`config.mk`:
```
export PLATFORM = sky130hd
export DESIGN_NAME = hacd
export DESIGN_NICKNAME = d
export VERILOG_FILES = /design/src/hw/hacd_reg_pkg.sv /design/src/hw/hacd_mem_pkg.sv /design/src/hw/hacd_regs.sv /design/src/hw/hacd_page_tracker.sv /design/src/hw/hacd_fwd_stage.sv /design/src/hw/hacd_core.sv /design/src/hw/hacd.sv
export VERILOG_INCLUDE_DIRS = /design/src /design/src/hw
export SDC_FILE = /design/constraint.sdc
export NUM_CORES = 1
export LEC_CHECK = 0
export BUFFER_PORTS_ARGS = -buffer_cell sky130_fd_sc_hd__buf_2
export CAP_MARGIN = 30
export CORE_ASPECT_RATIO = 0.5
export CORE_UTILIZATION = 55
export CTS_BUF_LIST = sky130_fd_sc_hd__clkbuf_2
export CTS_CLUSTER_DIAMETER = 80
export CTS_CLUSTER_SIZE = 8
export DETAILED_ROUTE_END_ITERATION = 16
export PLACE_DENSITY = 0.87
export SLEW_MARGIN = 0
export SYNTH_ARGS = -nofsm -noshare
export SYNTH_HDL_FRONTEND = slang
export SYNTH_SLANG_ARGS = --single-unit
```
`constraint.sdc`:
```
create_clock -name clk_i -period 7.28 [get_ports clk_i]
set_clock_uncertainty 0.1 [all_clocks]
set_input_delay 1.092 -clock clk_i [delete_from_list [all_inputs] [get_ports clk_i]]
set_output_delay 1.092 -clock clk_i [all_outputs]
set_load 0.01 [all_outputs]
```
`src/hw/hacd_config.svh`:
```
/* Build-time sizing of the accelerator, shared by both packages and the testbench
   Page geometry is changed here and every derived type follows */
`ifndef HACD_CONFIG_SVH
`define HACD_CONFIG_SVH

//////////////////////////////////////////////////////////////////////
// Bus widths
//////////////////////////////////////////////////////////////////////

// CPU and memory controller address
`define HACD_ADDR_W 32
// Write data, also the register bus data
`define HACD_DATA_W 32

//////////////////////////////////////////////////////////////////////
// Page geometry
//////////////////////////////////////////////////////////////////////

// 4 KiB pages
`define HACD_PAGE_SHIFT 12
// Pages covered by the use bitmap
`define HACD_NUM_PAGES 16
// Must stay log2 of HACD_NUM_PAGES
`define HACD_PAGE_IDX_W 4

`endif

```
`src/hw/hacd_reg_pkg.sv`:
```
/* Register map of the accelerator with the bus types, offsets and bit positions
   Imported by the register block, the top level and the testbench */
`include "hacd_config.svh"

package hacd_reg_pkg;

  //////////////////////////////////////////////////////////////////////
  // Register bus payload
  //////////////////////////////////////////////////////////////////////

  // Byte address on the register bus
  typedef logic [`HACD_ADDR_W-1:0] reg_addr_t;
  // Read and write data
  typedef logic [`HACD_DATA_W-1:0] reg_data_t;

  //////////////////////////////////////////////////////////////////////
  // Register offsets
  //////////////////////////////////////////////////////////////////////

  // Control, read-write
  localparam reg_addr_t OFS_CTRL   = 'h0;
  // Low watermark in pages, read-write
  localparam reg_addr_t OFS_LOW_WM = 'h4;
  // Free count and inflate flag, flag is write-one-to-clear
  localparam reg_addr_t OFS_STATUS = 'h8;

  // Control bits
  // Inflate interrupt enable
  localparam int unsigned CTRL_INFL_EN = 0;
  // Deflate interrupt enable
  localparam int unsigned CTRL_DEFL_EN = 1;
  // Dump command, reads back as 0
  localparam int unsigned CTRL_DUMP    = 2;

  // Status fields
  // Free page count sits in the low bits
  localparam int unsigned STAT_CNT_W    = 16;
  // Sticky inflate-pending flag
  localparam int unsigned STAT_INFL_BIT = 16;

endpackage

```
`src/hw/hacd_mem_pkg.sv`:
```
/* Memory-side types of the accelerator for the CPU and memory controller channels
   Also gives the page lookup used by the page tracker */
`include "hacd_config.svh"

package hacd_mem_pkg;

  //////////////////////////////////////////////////////////////////////
  // Channel payloads
  //////////////////////////////////////////////////////////////////////

  typedef logic [`HACD_ADDR_W-1:0] mem_addr_t;
  typedef logic [`HACD_DATA_W-1:0] mem_data_t;

  // Write channel item, address in the upper bits
  typedef struct packed {
    mem_addr_t addr;
    mem_data_t data;
  } mem_wr_t;

  //////////////////////////////////////////////////////////////////////
  // Page bookkeeping
  //////////////////////////////////////////////////////////////////////

  // Index into the use bitmap
  typedef logic [`HACD_PAGE_IDX_W-1:0] page_idx_t;
  // Page counter, matches the status count field
  typedef logic [15:0] page_cnt_t;

  // Page of an address
  // Bits above the tracked window are ignored
  function automatic page_idx_t page_of(mem_addr_t addr);
    return addr[`HACD_PAGE_SHIFT +: `HACD_PAGE_IDX_W];
  endfunction

endpackage

```
`src/hw/hacd_regs.sv`:
```
/* Register block behind the register bus with control, watermark and status
   The dump bit leaves as a one-cycle pulse and the inflate flag stays until cleared */
module hacd_regs (
  input  logic                    clk_i,
  input  logic                    rst_ni,
  // Register bus, always ready
  input  logic                    reg_valid_i,
  input  logic                    reg_write_i,
  input  hacd_reg_pkg::reg_addr_t reg_addr_i,
  input  hacd_reg_pkg::reg_data_t reg_wdata_i,
  output hacd_reg_pkg::reg_data_t reg_rdata_o,
  output logic                    reg_error_o,
  // Live state from the core
  input  hacd_mem_pkg::page_cnt_t free_cnt_i,
  input  logic                    infl_miss_i,
  // Register outputs
  output hacd_reg_pkg::reg_data_t ctrl_q_o,
  output hacd_reg_pkg::reg_data_t low_wm_q_o,
  output logic                    infl_pend_o,
  output logic                    dump_pulse_o
);

  import hacd_reg_pkg::*;

  reg_data_t ctrl_q;
  reg_data_t low_wm_q;
  logic      infl_pend_q;
  logic      dump_q;

  // Decode results
  logic      ctrl_we;
  logic      low_wm_we;
  logic      infl_clr;
  reg_data_t ctrl_wdata;

  //////////////////////////////////////////////////////////////////////
  // Bus decode
  //////////////////////////////////////////////////////////////////////

  // Reads answer in the same cycle
  always_comb begin
    reg_rdata_o = '0;
    reg_error_o = 1'b0;
    ctrl_we     = 1'b0;
    low_wm_we   = 1'b0;
    infl_clr    = 1'b0;
    if (reg_valid_i) begin
      case (reg_addr_i)
        OFS_CTRL: begin
          if (reg_write_i) begin
            ctrl_we = 1'b1;
          end else begin
            reg_rdata_o = ctrl_q;
          end
        end
        OFS_LOW_WM: begin
          if (reg_write_i) begin
            low_wm_we = 1'b1;
          end else begin
            reg_rdata_o = low_wm_q;
          end
        end
        OFS_STATUS: begin
          // Only the inflate flag is writable here
          if (reg_write_i) begin
            infl_clr = reg_wdata_i[STAT_INFL_BIT];
          end else begin
            reg_rdata_o[STAT_CNT_W-1:0] = free_cnt_i;
            reg_rdata_o[STAT_INFL_BIT]  = infl_pend_q;
          end
        end
        // Unmapped, error and no side effect
        default: reg_error_o = 1'b1;
      endcase
    end
  end

  // Dump is a command, never kept in the register
  always_comb begin
    ctrl_wdata            = reg_wdata_i;
    ctrl_wdata[CTRL_DUMP] = 1'b0;
  end

  //////////////////////////////////////////////////////////////////////
  // Storage
  //////////////////////////////////////////////////////////////////////

  always_ff @(posedge clk_i or negedge rst_ni) begin
    if (!rst_ni) begin
      ctrl_q   <= '0;
      low_wm_q <= '0;
      dump_q   <= 1'b0;
    end else begin
      // Self-clearing, high for one cycle per write
      dump_q <= ctrl_we & reg_wdata_i[CTRL_DUMP];
      if (ctrl_we) begin
        ctrl_q <= ctrl_wdata;
      end
      if (low_wm_we) begin
        low_wm_q <= reg_wdata_i;
      end
    end
  end

  // Sticky inflate flag
  // A new miss beats a clear in the same cycle
  always_ff @(posedge clk_i or negedge rst_ni) begin
    if (!rst_ni) begin
      infl_pend_q <= 1'b0;
    end else if (infl_miss_i) begin
      infl_pend_q <= 1'b1;
    end else if (infl_clr) begin
      infl_pend_q <= 1'b0;
    end
  end

  assign ctrl_q_o     = ctrl_q;
  assign low_wm_q_o   = low_wm_q;
  assign infl_pend_o  = infl_pend_q;
  assign dump_pulse_o = dump_q;

endmodule

```
`src/hw/hacd_page_tracker.sv`:
```
/* Page-use bitmap and free-page counter fed by the observed CPU strobes
   Flags reads of pages that no write has touched since reset or the last dump */
`include "hacd_config.svh"

module hacd_page_tracker (
  input  logic                    clk_i,
  input  logic                    rst_ni,
  // Observed CPU writes
  input  logic                    wr_valid_i,
  input  hacd_mem_pkg::mem_addr_t wr_addr_i,
  // Observed CPU reads
  input  logic                    rd_valid_i,
  input  hacd_mem_pkg::mem_addr_t rd_addr_i,
  // Dump, empties the bitmap
  input  logic                    clear_i,
  output hacd_mem_pkg::page_cnt_t free_cnt_o,
  output logic                    miss_o
);

  import hacd_mem_pkg::*;

  // Counter value with every page free
  localparam page_cnt_t ALL_FREE = page_cnt_t'(`HACD_NUM_PAGES);

  // One bit per page, set on first write
  logic [`HACD_NUM_PAGES-1:0] used_q;
  page_cnt_t                  free_cnt_q;

  page_idx_t wr_page;
  page_idx_t rd_page;
  logic      first_touch;

  //////////////////////////////////////////////////////////////////////
  // Page lookup
  //////////////////////////////////////////////////////////////////////

  assign wr_page = page_of(wr_addr_i);
  assign rd_page = page_of(rd_addr_i);

  // Write to a page not yet in use
  assign first_touch = wr_valid_i & ~used_q[wr_page];

  // Read of an unused page
  // Seen in the cycle of the strobe
  assign miss_o = rd_valid_i & ~used_q[rd_page];

  //////////////////////////////////////////////////////////////////////
  // Bitmap and counter
  //////////////////////////////////////////////////////////////////////

  // Counter tracks the bitmap so no popcount is needed
  always_ff @(posedge clk_i or negedge rst_ni) begin
    if (!rst_ni) begin
      used_q     <= '0;
      free_cnt_q <= ALL_FREE;
    end else if (clear_i) begin
      // Dump wins over a write in the same cycle
      used_q     <= '0;
      free_cnt_q <= ALL_FREE;
    end else if (first_touch) begin
      used_q[wr_page] <= 1'b1;
      free_cnt_q      <= free_cnt_q - page_cnt_t'(1);
    end
  end

  assign free_cnt_o = free_cnt_q;

endmodule

```
`src/hw/hacd_fwd_stage.sv`:
```
/* One-cycle forwarding register between the CPU side and the memory controller
   The payload type is a parameter so one stage serves reads and writes */
module hacd_fwd_stage #(
  parameter type payload_t = logic
) (
  input  logic     clk_i,
  input  logic     rst_ni,
  input  logic     valid_i,
  input  payload_t data_i,
  output logic     valid_o,
  output payload_t data_o
);

  logic     valid_q;
  payload_t data_q;

  // Strobe delayed by exactly one cycle
  always_ff @(posedge clk_i or negedge rst_ni) begin
    if (!rst_ni) begin
      valid_q <= 1'b0;
    end else begin
      valid_q <= valid_i;
    end
  end

  // Payload only moves with a valid item
  always_ff @(posedge clk_i) begin
    if (valid_i) begin
      data_q <= data_i;
    end
  end

  assign valid_o = valid_q;
  assign data_o  = data_q;

endmodule

```
`src/hw/hacd_core.sv`:
```
/* Core of the accelerator, forwards CPU traffic to the memory controller
   and lets the page tracker watch the same strobes */
module hacd_core (
  input  logic                    clk_i,
  input  logic                    rst_ni,
  // CPU write channel
  input  logic                    cpu_wr_valid_i,
  input  hacd_mem_pkg::mem_addr_t cpu_wr_addr_i,
  input  hacd_mem_pkg::mem_data_t cpu_wr_data_i,
  // CPU read channel
  input  logic                    cpu_rd_valid_i,
  input  hacd_mem_pkg::mem_addr_t cpu_rd_addr_i,
  // Memory controller write channel
  output logic                    mc_wr_valid_o,
  output hacd_mem_pkg::mem_addr_t mc_wr_addr_o,
  output hacd_mem_pkg::mem_data_t mc_wr_data_o,
  // Memory controller read channel
  output logic                    mc_rd_valid_o,
  output hacd_mem_pkg::mem_addr_t mc_rd_addr_o,
  // Dump pulse from the registers
  input  logic                    dump_i,
  output hacd_mem_pkg::page_cnt_t free_cnt_o,
  output logic                    infl_miss_o
);

  import hacd_mem_pkg::*;

  mem_wr_t wr_in;
  mem_wr_t wr_out;

  //////////////////////////////////////////////////////////////////////
  // Forwarding
  //////////////////////////////////////////////////////////////////////

  // Address and data travel together through the write stage
  assign wr_in = '{addr: cpu_wr_addr_i, data: cpu_wr_data_i};

  hacd_fwd_stage #(.payload_t(mem_wr_t)) u_wr_stage (
    .clk_i   (clk_i),
    .rst_ni  (rst_ni),
    .valid_i (cpu_wr_valid_i),
    .data_i  (wr_in),
    .valid_o (mc_wr_valid_o),
    .data_o  (wr_out)
  );

  assign mc_wr_addr_o = wr_out.addr;
  assign mc_wr_data_o = wr_out.data;

  // Read side carries the address only
  hacd_fwd_stage #(.payload_t(mem_addr_t)) u_rd_stage (
    .clk_i   (clk_i),
    .rst_ni  (rst_ni),
    .valid_i (cpu_rd_valid_i),
    .data_i  (cpu_rd_addr_i),
    .valid_o (mc_rd_valid_o),
    .data_o  (mc_rd_addr_o)
  );

  //////////////////////////////////////////////////////////////////////
  // Page tracking
  //////////////////////////////////////////////////////////////////////

  // Watches the CPU side, before the stages
  hacd_page_tracker u_page_tracker (
    .clk_i      (clk_i),
    .rst_ni     (rst_ni),
    .wr_valid_i (cpu_wr_valid_i),
    .wr_addr_i  (cpu_wr_addr_i),
    .rd_valid_i (cpu_rd_valid_i),
    .rd_addr_i  (cpu_rd_addr_i),
    .clear_i    (dump_i),
    .free_cnt_o (free_cnt_o),
    .miss_o     (infl_miss_o)
  );

endmodule

```
`src/hw/hacd.sv`:
```
/* Top level of the accelerator in front of the memory controller
   Connects the register block and the core and forms both interrupts */
module hacd (
  input  logic                    clk_i,
  input  logic                    rst_ni,
  // Register bus
  input  logic                    reg_valid_i,
  input  logic                    reg_write_i,
  input  hacd_reg_pkg::reg_addr_t reg_addr_i,
  input  hacd_reg_pkg::reg_data_t reg_wdata_i,
  output hacd_reg_pkg::reg_data_t reg_rdata_o,
  output logic                    reg_error_o,
  // CPU side
  input  logic                    cpu_wr_valid_i,
  input  hacd_mem_pkg::mem_addr_t cpu_wr_addr_i,
  input  hacd_mem_pkg::mem_data_t cpu_wr_data_i,
  input  logic                    cpu_rd_valid_i,
  input  hacd_mem_pkg::mem_addr_t cpu_rd_addr_i,
  // Memory controller side
  output logic                    mc_wr_valid_o,
  output hacd_mem_pkg::mem_addr_t mc_wr_addr_o,
  output hacd_mem_pkg::mem_data_t mc_wr_data_o,
  output logic                    mc_rd_valid_o,
  output hacd_mem_pkg::mem_addr_t mc_rd_addr_o,
  // Interrupts and dump request
  output logic                    infl_irq_o,
  output logic                    defl_irq_o,
  output logic                    dump_mem_o
);

  import hacd_reg_pkg::*;
  import hacd_mem_pkg::*;

  reg_data_t ctrl_q;
  reg_data_t low_wm_q;
  logic      infl_pend;
  logic      dump_pulse;
  page_cnt_t free_cnt;
  logic      infl_miss;

  hacd_regs u_hacd_regs (
    .clk_i        (clk_i),
    .rst_ni       (rst_ni),
    .reg_valid_i  (reg_valid_i),
    .reg_write_i  (reg_write_i),
    .reg_addr_i   (reg_addr_i),
    .reg_wdata_i  (reg_wdata_i),
    .reg_rdata_o  (reg_rdata_o),
    .reg_error_o  (reg_error_o),
    .free_cnt_i   (free_cnt),
    .infl_miss_i  (infl_miss),
    .ctrl_q_o     (ctrl_q),
    .low_wm_q_o   (low_wm_q),
    .infl_pend_o  (infl_pend),
    .dump_pulse_o (dump_pulse)
  );

  hacd_core u_hacd_core (
    .clk_i          (clk_i),
    .rst_ni         (rst_ni),
    .cpu_wr_valid_i (cpu_wr_valid_i),
    .cpu_wr_addr_i  (cpu_wr_addr_i),
    .cpu_wr_data_i  (cpu_wr_data_i),
    .cpu_rd_valid_i (cpu_rd_valid_i),
    .cpu_rd_addr_i  (cpu_rd_addr_i),
    .mc_wr_valid_o  (mc_wr_valid_o),
    .mc_wr_addr_o   (mc_wr_addr_o),
    .mc_wr_data_o   (mc_wr_data_o),
    .mc_rd_valid_o  (mc_rd_valid_o),
    .mc_rd_addr_o   (mc_rd_addr_o),
    .dump_i         (dump_pulse),
    .free_cnt_o     (free_cnt),
    .infl_miss_o    (infl_miss)
  );

  //////////////////////////////////////////////////////////////////////
  // Interrupts
  //////////////////////////////////////////////////////////////////////

  // Free pages strictly below the watermark
  assign defl_irq_o = ctrl_q[CTRL_DEFL_EN] & (reg_data_t'(free_cnt) < low_wm_q);
  // Pending inflate request
  assign infl_irq_o = ctrl_q[CTRL_INFL_EN] & infl_pend;
  assign dump_mem_o = dump_pulse;

endmodule

```
==> flow_metrics.py, run 1 <==
metrics = {
    "detailed_routing": {
        "drc": 0,
        "vias": 6195,
        "first_iter_violations": 396,
        "first_pass_iters": 5,
        "drtAntennaViolNets": 0,
        "wl_per_cell_um": 19.1,
        "viasPerCell": 5.62,
        "wl_um": 21100,
    },
    "yosys": {
        "syn_area_um2": 8320,
        "async_reset_ff_share_pct": 50.8,
        "synth-main-ff-cell": "dfrtp_1",
        "yosysTopAreaCellShare_pct": 34.7,
        "synth_top_cell_by_area": "edfxtp_1",
        "synth_edf_count": 96,
        "ys_warn_count": 0,
        "synth_area_leaders": "edfxtp_1 (35%), dfrtp_1 (29%), mux2_2 (11%)",
        "synth_cells": 588,
        "ys_seq_area_share_pct": 64.5,
        "ys_seq_elements": 195,
        "synth_cell_types": 50,
        "synthesis.nets": 770,
        "avgSynthCellArea_um2": 14.1,
    },
    "power": {
        "power_frac_seq_pct": 58.5,
        "ir_drop_uv": 106,
        "p_comb_share_pct": 18.4,
        "p_int_mw": 1.59,
        "p_per_area_nw_per_um2": 228,
        "p_sw_mw": 0.757,
        "power.leakage_nw": 4.73,
        "clockPowerShare_pct": 23.0,
        "switching_share_pct": 32.2,
    },
    "cells_and_area": {
        "final_cell_mix": "buf_2 (298), dfrtp_1 (98), edfxtp_1 (96)",
        "final_common_cell": "buf_2",
        "fin_nets": 1072,
        "nFillCells": 1040,
        "area_growth_pct": 23.8,
        "drive_gt1_share_pct": 48.8,
        "register_area_um2": 5360,
        "multiInputGateArea_um2": 2780,
        "layoutNonFillerInstCount": 1103,
    },
    "timing": {
        "tightest_slew_ps": 1020,
        "rsz0062_at_grt": "false",
        "fin_crit_sh_pct": 62.1,
        "max_slew_margin_pct": 32.3,
        "hold_violations": 0,
        "setup_tns_ps": 0,
        "setup-violations-final": 0,
        "min_period_ps": 4520,
        "max_freq_mhz": 221,
        "slew_viol_final": 0,
    },
    "placed_design": {
        "io_buffers": 299,
        "gp_congestion": 0.838,
        "detailed_place_hpwl_um": 15600,
        "place_inst": 1068,
    },
    "grt": {
        "met2_usage_pct": 47.5,
        "grt_pass1_vias": 6025,
        "antenna_found_initial": 3,
        "grt-ovfl-total": 0,
        "grt_use_total_pct": 27.5,
        "use_met1_pct": 34.5,
        "grt_pass1_wl_um": 32100,
        "grt_max_degree": 55,
        "grtUsageMet3_pct": 7.19,
        "busiest_layer": "met2",
    },
    "run": {
        "max_cap_violations": 0,
    },
    "setup_path": {
        "required_ps": 6090,
        "start_kind": "input pin",
        "endpoint_kind": "output port",
        "arrival_ps": 3330,
        "critPathMaxFanout": 17,
        "path_class": "input pin to output port",
    },
    "clock_network": {
        "cts_tree": "done",
        "postCtsHoldBufs": 0,
        "cts-resized-gates": 0,
        "cts_buffer_depth": 2,
        "cts_root_buf": "clkbuf_2",
        "clkTransAtPathRegs_ps": 340,
        "clkLatencyLatePin_ps": 750,
        "postCtsSetupBuffers": 0,
        "htree_levels": 4,
        "cts-buffers-inserted": 17,
        "clock_sinks": 195,
    },
    "floorplanning": {
        "start_util_pct": 56.9,
        "die-area_um2": 15600,
        "die_x_um": 176,
        "fp-row-count": 31,
        "die_h_um": 88.9,
        "ioPinCount": 300,
        "fp.coreArea_um2": 14600,
    },
    "run_status": {
        "status": "finished, final reports clean",
    },
    "min_path": {
        "holdCritPathClass": "input pin to async pin",
    },
}
worst max-delay path, stage by stage:
cell and delay [ps]:
buf_2 100, nor4_1 500, and4_1 320, nand3_1 200, or3b_2 720, nor2_1 220, buf_2 160
state kept, by name, indices dropped and copies added (netlist names), 16 cells and up:
register and flops:
u_hacd_core.u_rd_stage.data_o 32, u_hacd_core.u_page_tracker.used_q 16, u_hacd_core.u_page_tracker.free_cnt_o 16, u_hacd_regs.ctrl_q_o 31
u_hacd_regs.low_wm_q_o 32, u_hacd_core.u_wr_stage.data_o 64
synthesized netlist by cell type, types with 3 or more instances:
master	instances
mux2_2	84
clkbuf_1	16
mux4_2	8
or3_1	5
o31ai_1	3
nand3_1	8
mux2i_1	15
ha_1	16
o41ai_1	3
a31oi_1	6
dfrtp_1	98
nor2_1	66
a21oi_1	28
inv_1	22
nor4_1	11
nor2b_1	9
nor3_1	4
edfxtp_1	96
nand4_1	7
o21ai_0	9
buf_1	3
or4_1	7
buf_2	4
nand2_1	13
a22oi_1	16
metal layers:
layer	share of wire (%)	up-vias	routed length, µm
met5	0.062	-	13
met4	1.9	2	399
met3	7.7	39	1620
met2	49	255	10400
met1	41	3090	8630
li1	-	2809	-
path summary, 6_finish.rpt:
kind | from | to | slack (ps) | cells after the start
max | reg_addr_i[0] | reg_rdata_o[8] | 2760 | 7
min | rst_ni | u_hacd_core.u_rd_stage.valid_o | 160 | 1
max reg2reg | u_hacd_core.u_page_tracker.free_cnt_o[7] | u_hacd_core.u_page_tracker.free_cnt_o[15] | 4420 | 5
min reg2reg | u_hacd_regs.ctrl_q_o[8] | u_hacd_regs.ctrl_q_o[8] | 450 | 1
max in group asynchronous | rst_ni | u_hacd_regs.ctrl_q_o[8] | 5730 | 2
min in group clk_i | cpu_wr_addr_i[25] | u_hacd_core.u_wr_stage.data_o[57] | 370 | 1
power groups by stage:
stage | Clock [mW] | Sequential, mW | Combinational [mW]
detailed placement | 0 | 1.40 | 0.431
global placement | 0 | 1.39 | 0.406
finish | 0.542 | 1.38 | 0.434
global route | 0.598 | 1.39 | 0.487
floorplan | 0 | 1.39 | 0.239
CTS | 0.554 | 1.37 | 0.433
through the flow:
stage / area (µm²) / worst slack [ps] / hold WS, ps / util (%) / total power [mW]
floorplan: 8320 / 3310 / 371 / - / 1.63
global placement: 10000 / 2930 / 385 / 68.5 / 1.80
detailed placement: 10000 / 2870 / 392 / 68.6 / 1.83
CTS: 10300 / 2860 / 130 / 70.3 / 2.36
global route: 10300 / 2630 / 102 / 70.4 / 2.48
finish: 10300 / 2760 / 160 / 70.4 / 2.35
cells by family after synthesis:
kind of cell,synth area share (%)
DFF,64.5
and+or+nand+nor,9.37
muxes,15.8
AOI/OAI and AO/OA,5.58
buffers and inverters,2.23
adders and majority gates,2.41
xor gates and xnor gates,0.105
cell type report:
cell class	instances	share of cell area, %
Antenna cell	2	0.0486
Multi-Input combinational cell	347	27.0
Tap cell	198	2.41
Sequential cell	195	52.1
Clock buffer	18	0.875
Inverter	22	0.802
Clock inverter	14	1.54
Timing Repair Buffer	307	15.2
Power figures use the tool's default switching activity.
==> run 2: changes to the inputs <==
--- a/config.mk
+++ b/config.mk
@@ -6,15 +6,16 @@
 export SDC_FILE = /design/constraint.sdc
 export NUM_CORES = 1
 export LEC_CHECK = 0
+export ABC_AREA = 1
 export BUFFER_PORTS_ARGS = -buffer_cell sky130_fd_sc_hd__buf_2
 export CAP_MARGIN = 30
 export CORE_ASPECT_RATIO = 0.5
-export CORE_UTILIZATION = 55
+export CORE_UTILIZATION = 47
 export CTS_BUF_LIST = sky130_fd_sc_hd__clkbuf_2
 export CTS_CLUSTER_DIAMETER = 80
 export CTS_CLUSTER_SIZE = 8
 export DETAILED_ROUTE_END_ITERATION = 16
-export PLACE_DENSITY = 0.87
+export PLACE_DENSITY = 0.78
 export SLEW_MARGIN = 0
 export SYNTH_ARGS = -nofsm -noshare
 export SYNTH_HDL_FRONTEND = slang
==> constraint.sdc (replaced) <==
create_clock -name clk_i -period 4.1 [get_ports clk_i]
set_clock_uncertainty 0.1 [all_clocks]
set_input_delay 0.615 -clock clk_i [delete_from_list [all_inputs] [get_ports clk_i]]
set_output_delay 0.615 -clock clk_i [all_outputs]
set_load 0.01 [all_outputs]
==> run 2 against run 1 <==
Clock power increased by 86%. Cell count increased by 51%. Non-clock buffer count increased by 128. Register-to-register slack got worse by 2400 ps. Largest power group unchanged. Core utilization decreased by 4.4 points. Power increased by 94%. Largest cell class unchanged. Die area increased by 26%. Flip-flop and latch count unchanged. Via count increased by 36%.
==> flow_metrics.py, run 2 <==
metrics = {
    "cells_and_area": {
        "antenna-diode-count": 0,
        "final_common_cell": "nand2_1",
        "final_util_pct": 66.0,
        "drive_gt1_share_pct": 25.1,
        "layoutNonFillerInstCount": 1671,
        "area_growth_pct": 36.1,
        "largest_reg_flops": 64,
        "final_cell_mix": "nand2_1 (305), buf_2 (298), nand3_1 (146)",
        "stdcell_area_um2": 12200,
        "fin_nets": 1581,
    },
    "setup_path": {
        "path_class": "input pin to output port",
        "endpoint_kind": "output port",
        "critPathMaxFanout": 32,
        "max_stage_delay_ps": 610,
        "startpoint": "reg_addr_i[7]",
        "crit_family": "simple AND/OR/NAND/NOR gates",
        "arrival_ps": 2480,
        "r2r_start": "u_hacd_regs.dump_pulse_o",
        "required_ps": 3380,
        "start_kind": "input pin",
        "path_buf_inv": 4,
        "critPathSlowestCell": "nor2_4",
        "crit_chain": "buf_2, nor2_1, nand3_1, inv_1, nand3_1, nor2_4, buf_12, nand2_1, a21oi_1, buf_2",
    },
    "yosys": {
        "synth_cells": 987,
        "synth_cell_types": 30,
        "ys_seq_area_share_pct": 59.6,
        "synth_common_cells": "nand2_1 (305), nand3_1 (146), dfrtp_1 (98)",
        "async_reset_ff_share_pct": 50.8,
        "synth_area_leaders": "edfxtp_1 (32%), dfrtp_1 (27%), nand2_1 (13%)",
        "ys_seq_elements": 195,
        "synth_top_cell_by_area": "edfxtp_1",
        "synthesis.nets": 1169,
        "synth.most_common_cell": "nand2_1",
        "syn_area_um2": 9000,
        "ys_warn_count": 0,
        "yosysTopAreaCellShare_pct": 32.0,
        "avgSynthCellArea_um2": 9.12,
        "synth-main-ff-cell": "dfrtp_1",
        "synth_edf_count": 96,
    },
    "min_path": {
        "holdCritPathClass": "input pin to flip-flop",
        "hold_path_startpoint": "cpu_rd_addr_i[12]",
    },
    "clock_network": {
        "cts-resized-gates": 0,
        "cts_root_buf": "clkbuf_2",
        "postCtsSetupBuffers": 0,
        "cts-buffers-inserted": 17,
        "cts_buffer_depth": 2,
        "cts_tree": "done",
        "postCtsHoldBufs": 125,
        "clock_sinks": 195,
        "clkTransAtPathRegs_ps": 260,
        "clkLatencyLatePin_ps": 750,
        "htree_levels": 4,
    },
    "floorplanning": {
        "die-area_um2": 19700,
        "fp-row-count": 35,
        "fp.coreArea_um2": 18600,
        "ioPinCount": 300,
        "start_util_pct": 48.5,
        "die_h_um": 99.9,
        "die_x_um": 198,
    },
    "timing": {
        "setup-violations-final": 0,
        "min_period_ps": 3200,
        "fin_crit_sh_pct": 77.9,
        "fin_ws_ps": 905,
        "max_slew_margin_pct": 48.4,
        "timing.hold.ws_ps": 143,
        "tightest_slew_ps": 773,
        "slew_viol_final": 0,
        "max_freq_mhz": 313,
        "setup_tns_ps": 0,
        "rsz0062_at_grt": "false",
        "hold_violations": 0,
    },
    "power": {
        "power.leakage_nw": 6.21,
        "ir_drop_uv": 214,
        "p_per_area_nw_per_um2": 373,
        "power_mw": 4.57,
    },
    "placed_design": {
        "place_area_um2": 10700,
        "dp_slack_ps": 938,
        "detailed_place_hpwl_um": 16300,
        "place_inst": 1511,
        "gp_congestion": 0.894,
        "io_buffers": 299,
    },
    "grt": {
        "grt_use_total_pct": 26.5,
        "antenna_found_initial": 0,
        "grt_pass1_wl_um": 41100,
        "grt_max_degree": 62,
        "grt_pass1_vias": 8568,
        "grt-ovfl-total": 0,
    },
    "detailed_routing": {
        "wl_per_cell_um": 15.1,
        "drc": 0,
        "viasPerCell": 5.05,
        "drtAntennaViolNets": 0,
        "first_pass_iters": 4,
        "wl_um": 25300,
        "vias": 8432,
        "first_iter_violations": 624,
    },
    "run_status": {
        "status": "finished, final reports clean",
    },
    "run": {
        "max_cap_violations": 0,
    },
}
## run 2: cell types whose count changed after synthesis, sizes merged, moves of 7 or more
cell   change
mux2i     -16
nor2       +9
nand3    +138
o21ai     +37
or4        -7
mux2      -84
inv       +71
mux4       -9
buf       +14
nor4      -10
xor2      +10
nand2    +297
nor2b      -9
a22oi     -16
## run 2: where the power goes
part | leakage (nW) | internal, mW | switching, mW
clock network | 0.152 | 0.301 | 0.704
registers | 2.12 | 2.28 | 0.215
logic | 3.94 | 0.468 | 0.600
## run 2: final cells by class
cell class | count | area, µm²
clock buffers | 17 | 85.1
clock inverters | 15 | 169
fillers | 1511 | 6320
inverters | 94 | 353
multi-input cells | 656 | 3070
flip-flops and latches | 195 | 5360
well taps | 259 | 324
repair buffers | 435 | 2890
## run 2: worst register-to-register path, delay by kind of cell, from the launching register on
family / cells / cell delay, ps
buffers and inverters: 2 / 1110
and+or+nand+nor: 2 / 230
DFF: 1 / 670
## run 2: cell families after synthesis
group,Yosys count,share of synthesized area [%]
AO/OA/AOI/OAI,83,4.73
buffers and inverters,136,6.40
XOR/XNOR,12,1.17
adder cells (fa/ha/maj),16,2.22
AND/OR/NAND/NOR,545,25.9
flip-flops,195,59.6
## run 2: worst paths after layout
kind                                                          to  slack (ps)  depth (start not counted)
min reg2reg                             u_hacd_regs.ctrl_q_o[10]         410                          2
max reg2reg                u_hacd_core.u_page_tracker.used_q[13]        1980                          4
min                            u_hacd_core.u_rd_stage.data_o[12]         140                          1
max                                              reg_rdata_o[29]         900                         10
max in group asynchronous             u_hacd_regs.low_wm_q_o[23]        2750                          4
min in group asynchronous         u_hacd_core.u_rd_stage.valid_o         150                          2
## run 2: routing by layer
layer / wire length (µm) / GRT usage, % / part of all wire, %
met5: 0 / 0 / 0
met4: 446 / 8.29 / 1.8
met3: 1600 / 5.41 / 6.3
met2: 13000 / 48.0 / 52
met1: 10200 / 31.9 / 40
==> run 3: changes to the inputs <==
==> constraint.sdc (replaced) <==
create_clock -name clk_i -period 2.7 [get_ports clk_i]
set_clock_uncertainty 0.1 [all_clocks]
set_input_delay 0.405 -clock clk_i [delete_from_list [all_inputs] [get_ports clk_i]]
set_output_delay 0.405 -clock clk_i [all_outputs]
set_load 0.01 [all_outputs]
==> run 3 against run 2 <==
The flow now finishes with violations (setup timing). Sequential share of layout area fell by 0.87 points. Sequential power increased by 50%. Clock power grew 36%. Cell area rose by 2.1%. Flip-flop and latch count did not move. Cell count grew 1.9%. Combinational power increased by 69%. Critical path depth decreased by 1. Via count up 1.6%. Global-route usage down 0.46 points. Count of clock-buffer cells in the layout grew 1. Largest cell class unchanged. Largest power group unchanged. Highest routed layer unchanged.
==> flow_metrics.py, run 3 (synthesis results as in run 2) <==
metrics = {
    "placed_design": {
        "detailed_place_hpwl_um": 16400,
        "gp_congestion": 0.927,
        "place_inst": 1525,
        "io_buffers": 299,
        "place_area_um2": 10800,
    },
    "timing": {
        "max_slew_margin_pct": 51.9,
        "hold_violations": 0,
        "fin_ws_ps": -129,
        "setup-violations-final": 1,
        "fin_crit_sh_pct": 105,
        "max_freq_mhz": 353,
        "min_period_ps": 2830,
        "tightest_slew_ps": 722,
        "rsz0062_at_grt": "true",
        "slew_viol_final": 0,
    },
    "setup_path": {
        "critPathMaxFanout": 3,
        "r2r_start": "u_hacd_core.u_page_tracker.free_cnt_o[3]",
        "crit_path_end": "defl_irq_o",
        "startpoint": "u_hacd_core.u_page_tracker.free_cnt_o[15]",
        "arrival_ps": 2320,
        "required_ps": 2190,
        "endpoint_kind": "output port",
        "r2r_end": "u_hacd_core.u_page_tracker.free_cnt_o[15]",
        "start_kind": "flip-flop",
        "rr_worst_depth": 9,
        "r2r_setup_slack_ps": 860,
        "path_class": "flip-flop to output port",
    },
    "cells_and_area": {
        "final_common_cell": "nand2_1",
        "fin_nets": 1612,
        "drive_gt1_share_pct": 27.2,
        "nFillCells": 1453,
        "final_cell_mix": "nand2_1 (304), buf_2 (298), nand3_1 (146)",
        "antenna-diode-count": 0,
        "stdcell_area_um2": 12500,
        "largest_reg_flops": 64,
        "layoutNonFillerInstCount": 1702,
        "area_growth_pct": 39.0,
    },
    "clock_network": {
        "clkTransAtPathRegs_ps": 310,
        "htree_levels": 4,
        "cts_tree": "done",
        "cts_buffer_depth": 2,
        "clkLatencyLatePin_ps": 740,
        "clock_sinks": 195,
        "cts-buffers-inserted": 17,
        "cts_root_buf": "clkbuf_2",
    },
    "detailed_routing": {
        "first_pass_iters": 6,
        "wl_um": 25400,
        "first_iter_violations": 640,
        "viasPerCell": 5.04,
        "vias": 8571,
        "wl_met2_um": 13000,
        "drtAntennaViolNets": 0,
        "drc": 0,
        "wl_per_cell_um": 14.9,
        "wl_met3_um": 1530,
        "m1WireLength_um": 10600,
        "highest_layer": "met4",
    },
    "power": {
        "clockPowerShare_pct": 19.8,
        "p_comb_share_pct": 26.1,
        "p_int_mw": 4.57,
        "switching_share_pct": 34.1,
        "p_sw_mw": 2.36,
        "power_frac_seq_pct": 54.1,
        "ir_drop_uv": 306,
        "p_per_area_nw_per_um2": 555,
        "power.leakage_nw": 6.33,
    },
    "run_status": {
        "status": "complete, but fails checks",
        "violations": "setup timing",
    },
    "grt": {
        "grt_max_degree": 63,
        "grt-ovfl-total": 0,
        "grt_pass1_vias": 8377,
        "grt_pass1_wl_um": 40500,
        "grt_use_total_pct": 26.0,
        "antenna_found_initial": 0,
    },
    "min_path": {
        "holdCritPathClass": "input pin to async pin",
    },
    "floorplanning": {
        "ioPinCount": 300,
        "start_util_pct": 48.5,
        "die-area_um2": 19700,
        "fp.coreArea_um2": 18600,
        "die_x_um": 198,
        "die_h_um": 99.9,
        "fp-row-count": 35,
    },
    "run": {
        "max_cap_violations": 0,
    },
}
[run 3: changes by cell type in the layout (fill, tap and decap cells not counted), moves of 3 or more]
cell / change
a21oi_1: -3
a21oi_2: +3
buf_4: +22
dlygate4sd3_1: +8
dfrtp_2: +5
dfrtp_1: -5
[run 3: power by group through the flow]
stage          Clock, mW  Sequential [mW]  Combinational (mW)
2_1_floorplan          0             3.82               0.920
3_3_place_gp           0             3.80                1.46
3_5_place_dp           0             3.81                1.53
4_1_cts             1.43             3.75                1.75
6_report            1.37             3.75                1.81
5_1_grt             1.54             3.79                2.05
[run 3: how the worst min path moves through the flow]
stage	start	to	slack (ps)	cells past startpoint
floorplan	rst_ni	u_hacd_core.u_page_tracker.free_cnt_o[0]	9	0
global placement	rst_ni	u_hacd_core.u_rd_stage.valid_o	350	1
detailed placement	rst_ni	u_hacd_core.u_rd_stage.valid_o	360	1
CTS	rst_ni	u_hacd_core.u_rd_stage.valid_o	6	2
global route	rst_ni	u_hacd_core.u_rd_stage.valid_o	6	2
finish	rst_ni	u_hacd_regs.low_wm_q_o[6]	50	2
[run 3: per-layer routing]
metal | vias to the layer above | track usage [%]
li1 | 4104 | -
met1 | 4124 | 32.9
met2 | 314 | 45.7
met3 | 29 | 5.34
met4 | 0 | 6.98
met5 | - | 0
[run 3: what timing repair did]
action,CTS,global route
resized for setup,9,4
pin swaps,5,4
endpoints found under the setup margin,1,17
hold endpoints to repair,276,0
hold buffers,136,0
buffers inserted,4,5
[run 3: stage by stage]
| step | total power, mW | setup WS (ps) | setup TNS (ps) | util (%) | hold WS, ps |
|---|---|---|---|---|---|
| final | 6.94 | -129 | -129 | 67.4 | 54.4 |
| after global routing | 7.38 | -372 | -422 | 67.4 | 5.57 |
| after detailed placement | 5.34 | 370 | 0 | 58.3 | 358 |
| after CTS | 6.92 | -240 | -240 | 67.0 | 6.46 |
| after floorplan | 4.74 | 644 | 0 | - | 9.41 |
| after global placement | 5.26 | 386 | 0 | 58.3 | 352 |
[run 3: critical path: stages (launching register included)]
cell and delay, ps:
dfrtp_1 490, ha_1 300, nand2_1 100, inv_1 50, nand3_1 80, inv_1 50, a21oi_1 160, nand2_2 90
a21oi_2 120, buf_2 150
[run 3: cell type report]
class	instances	area, µm²	area share [%]
clock inverters	14	120	0.960
multi-input cells	656	3110	24.8
repair buffers	466	3140	25.1
well taps	259	324	2.59
clock buffers	18	90.1	0.720
inverters	94	357	2.85
flip-flops and latches	195	5370	42.9
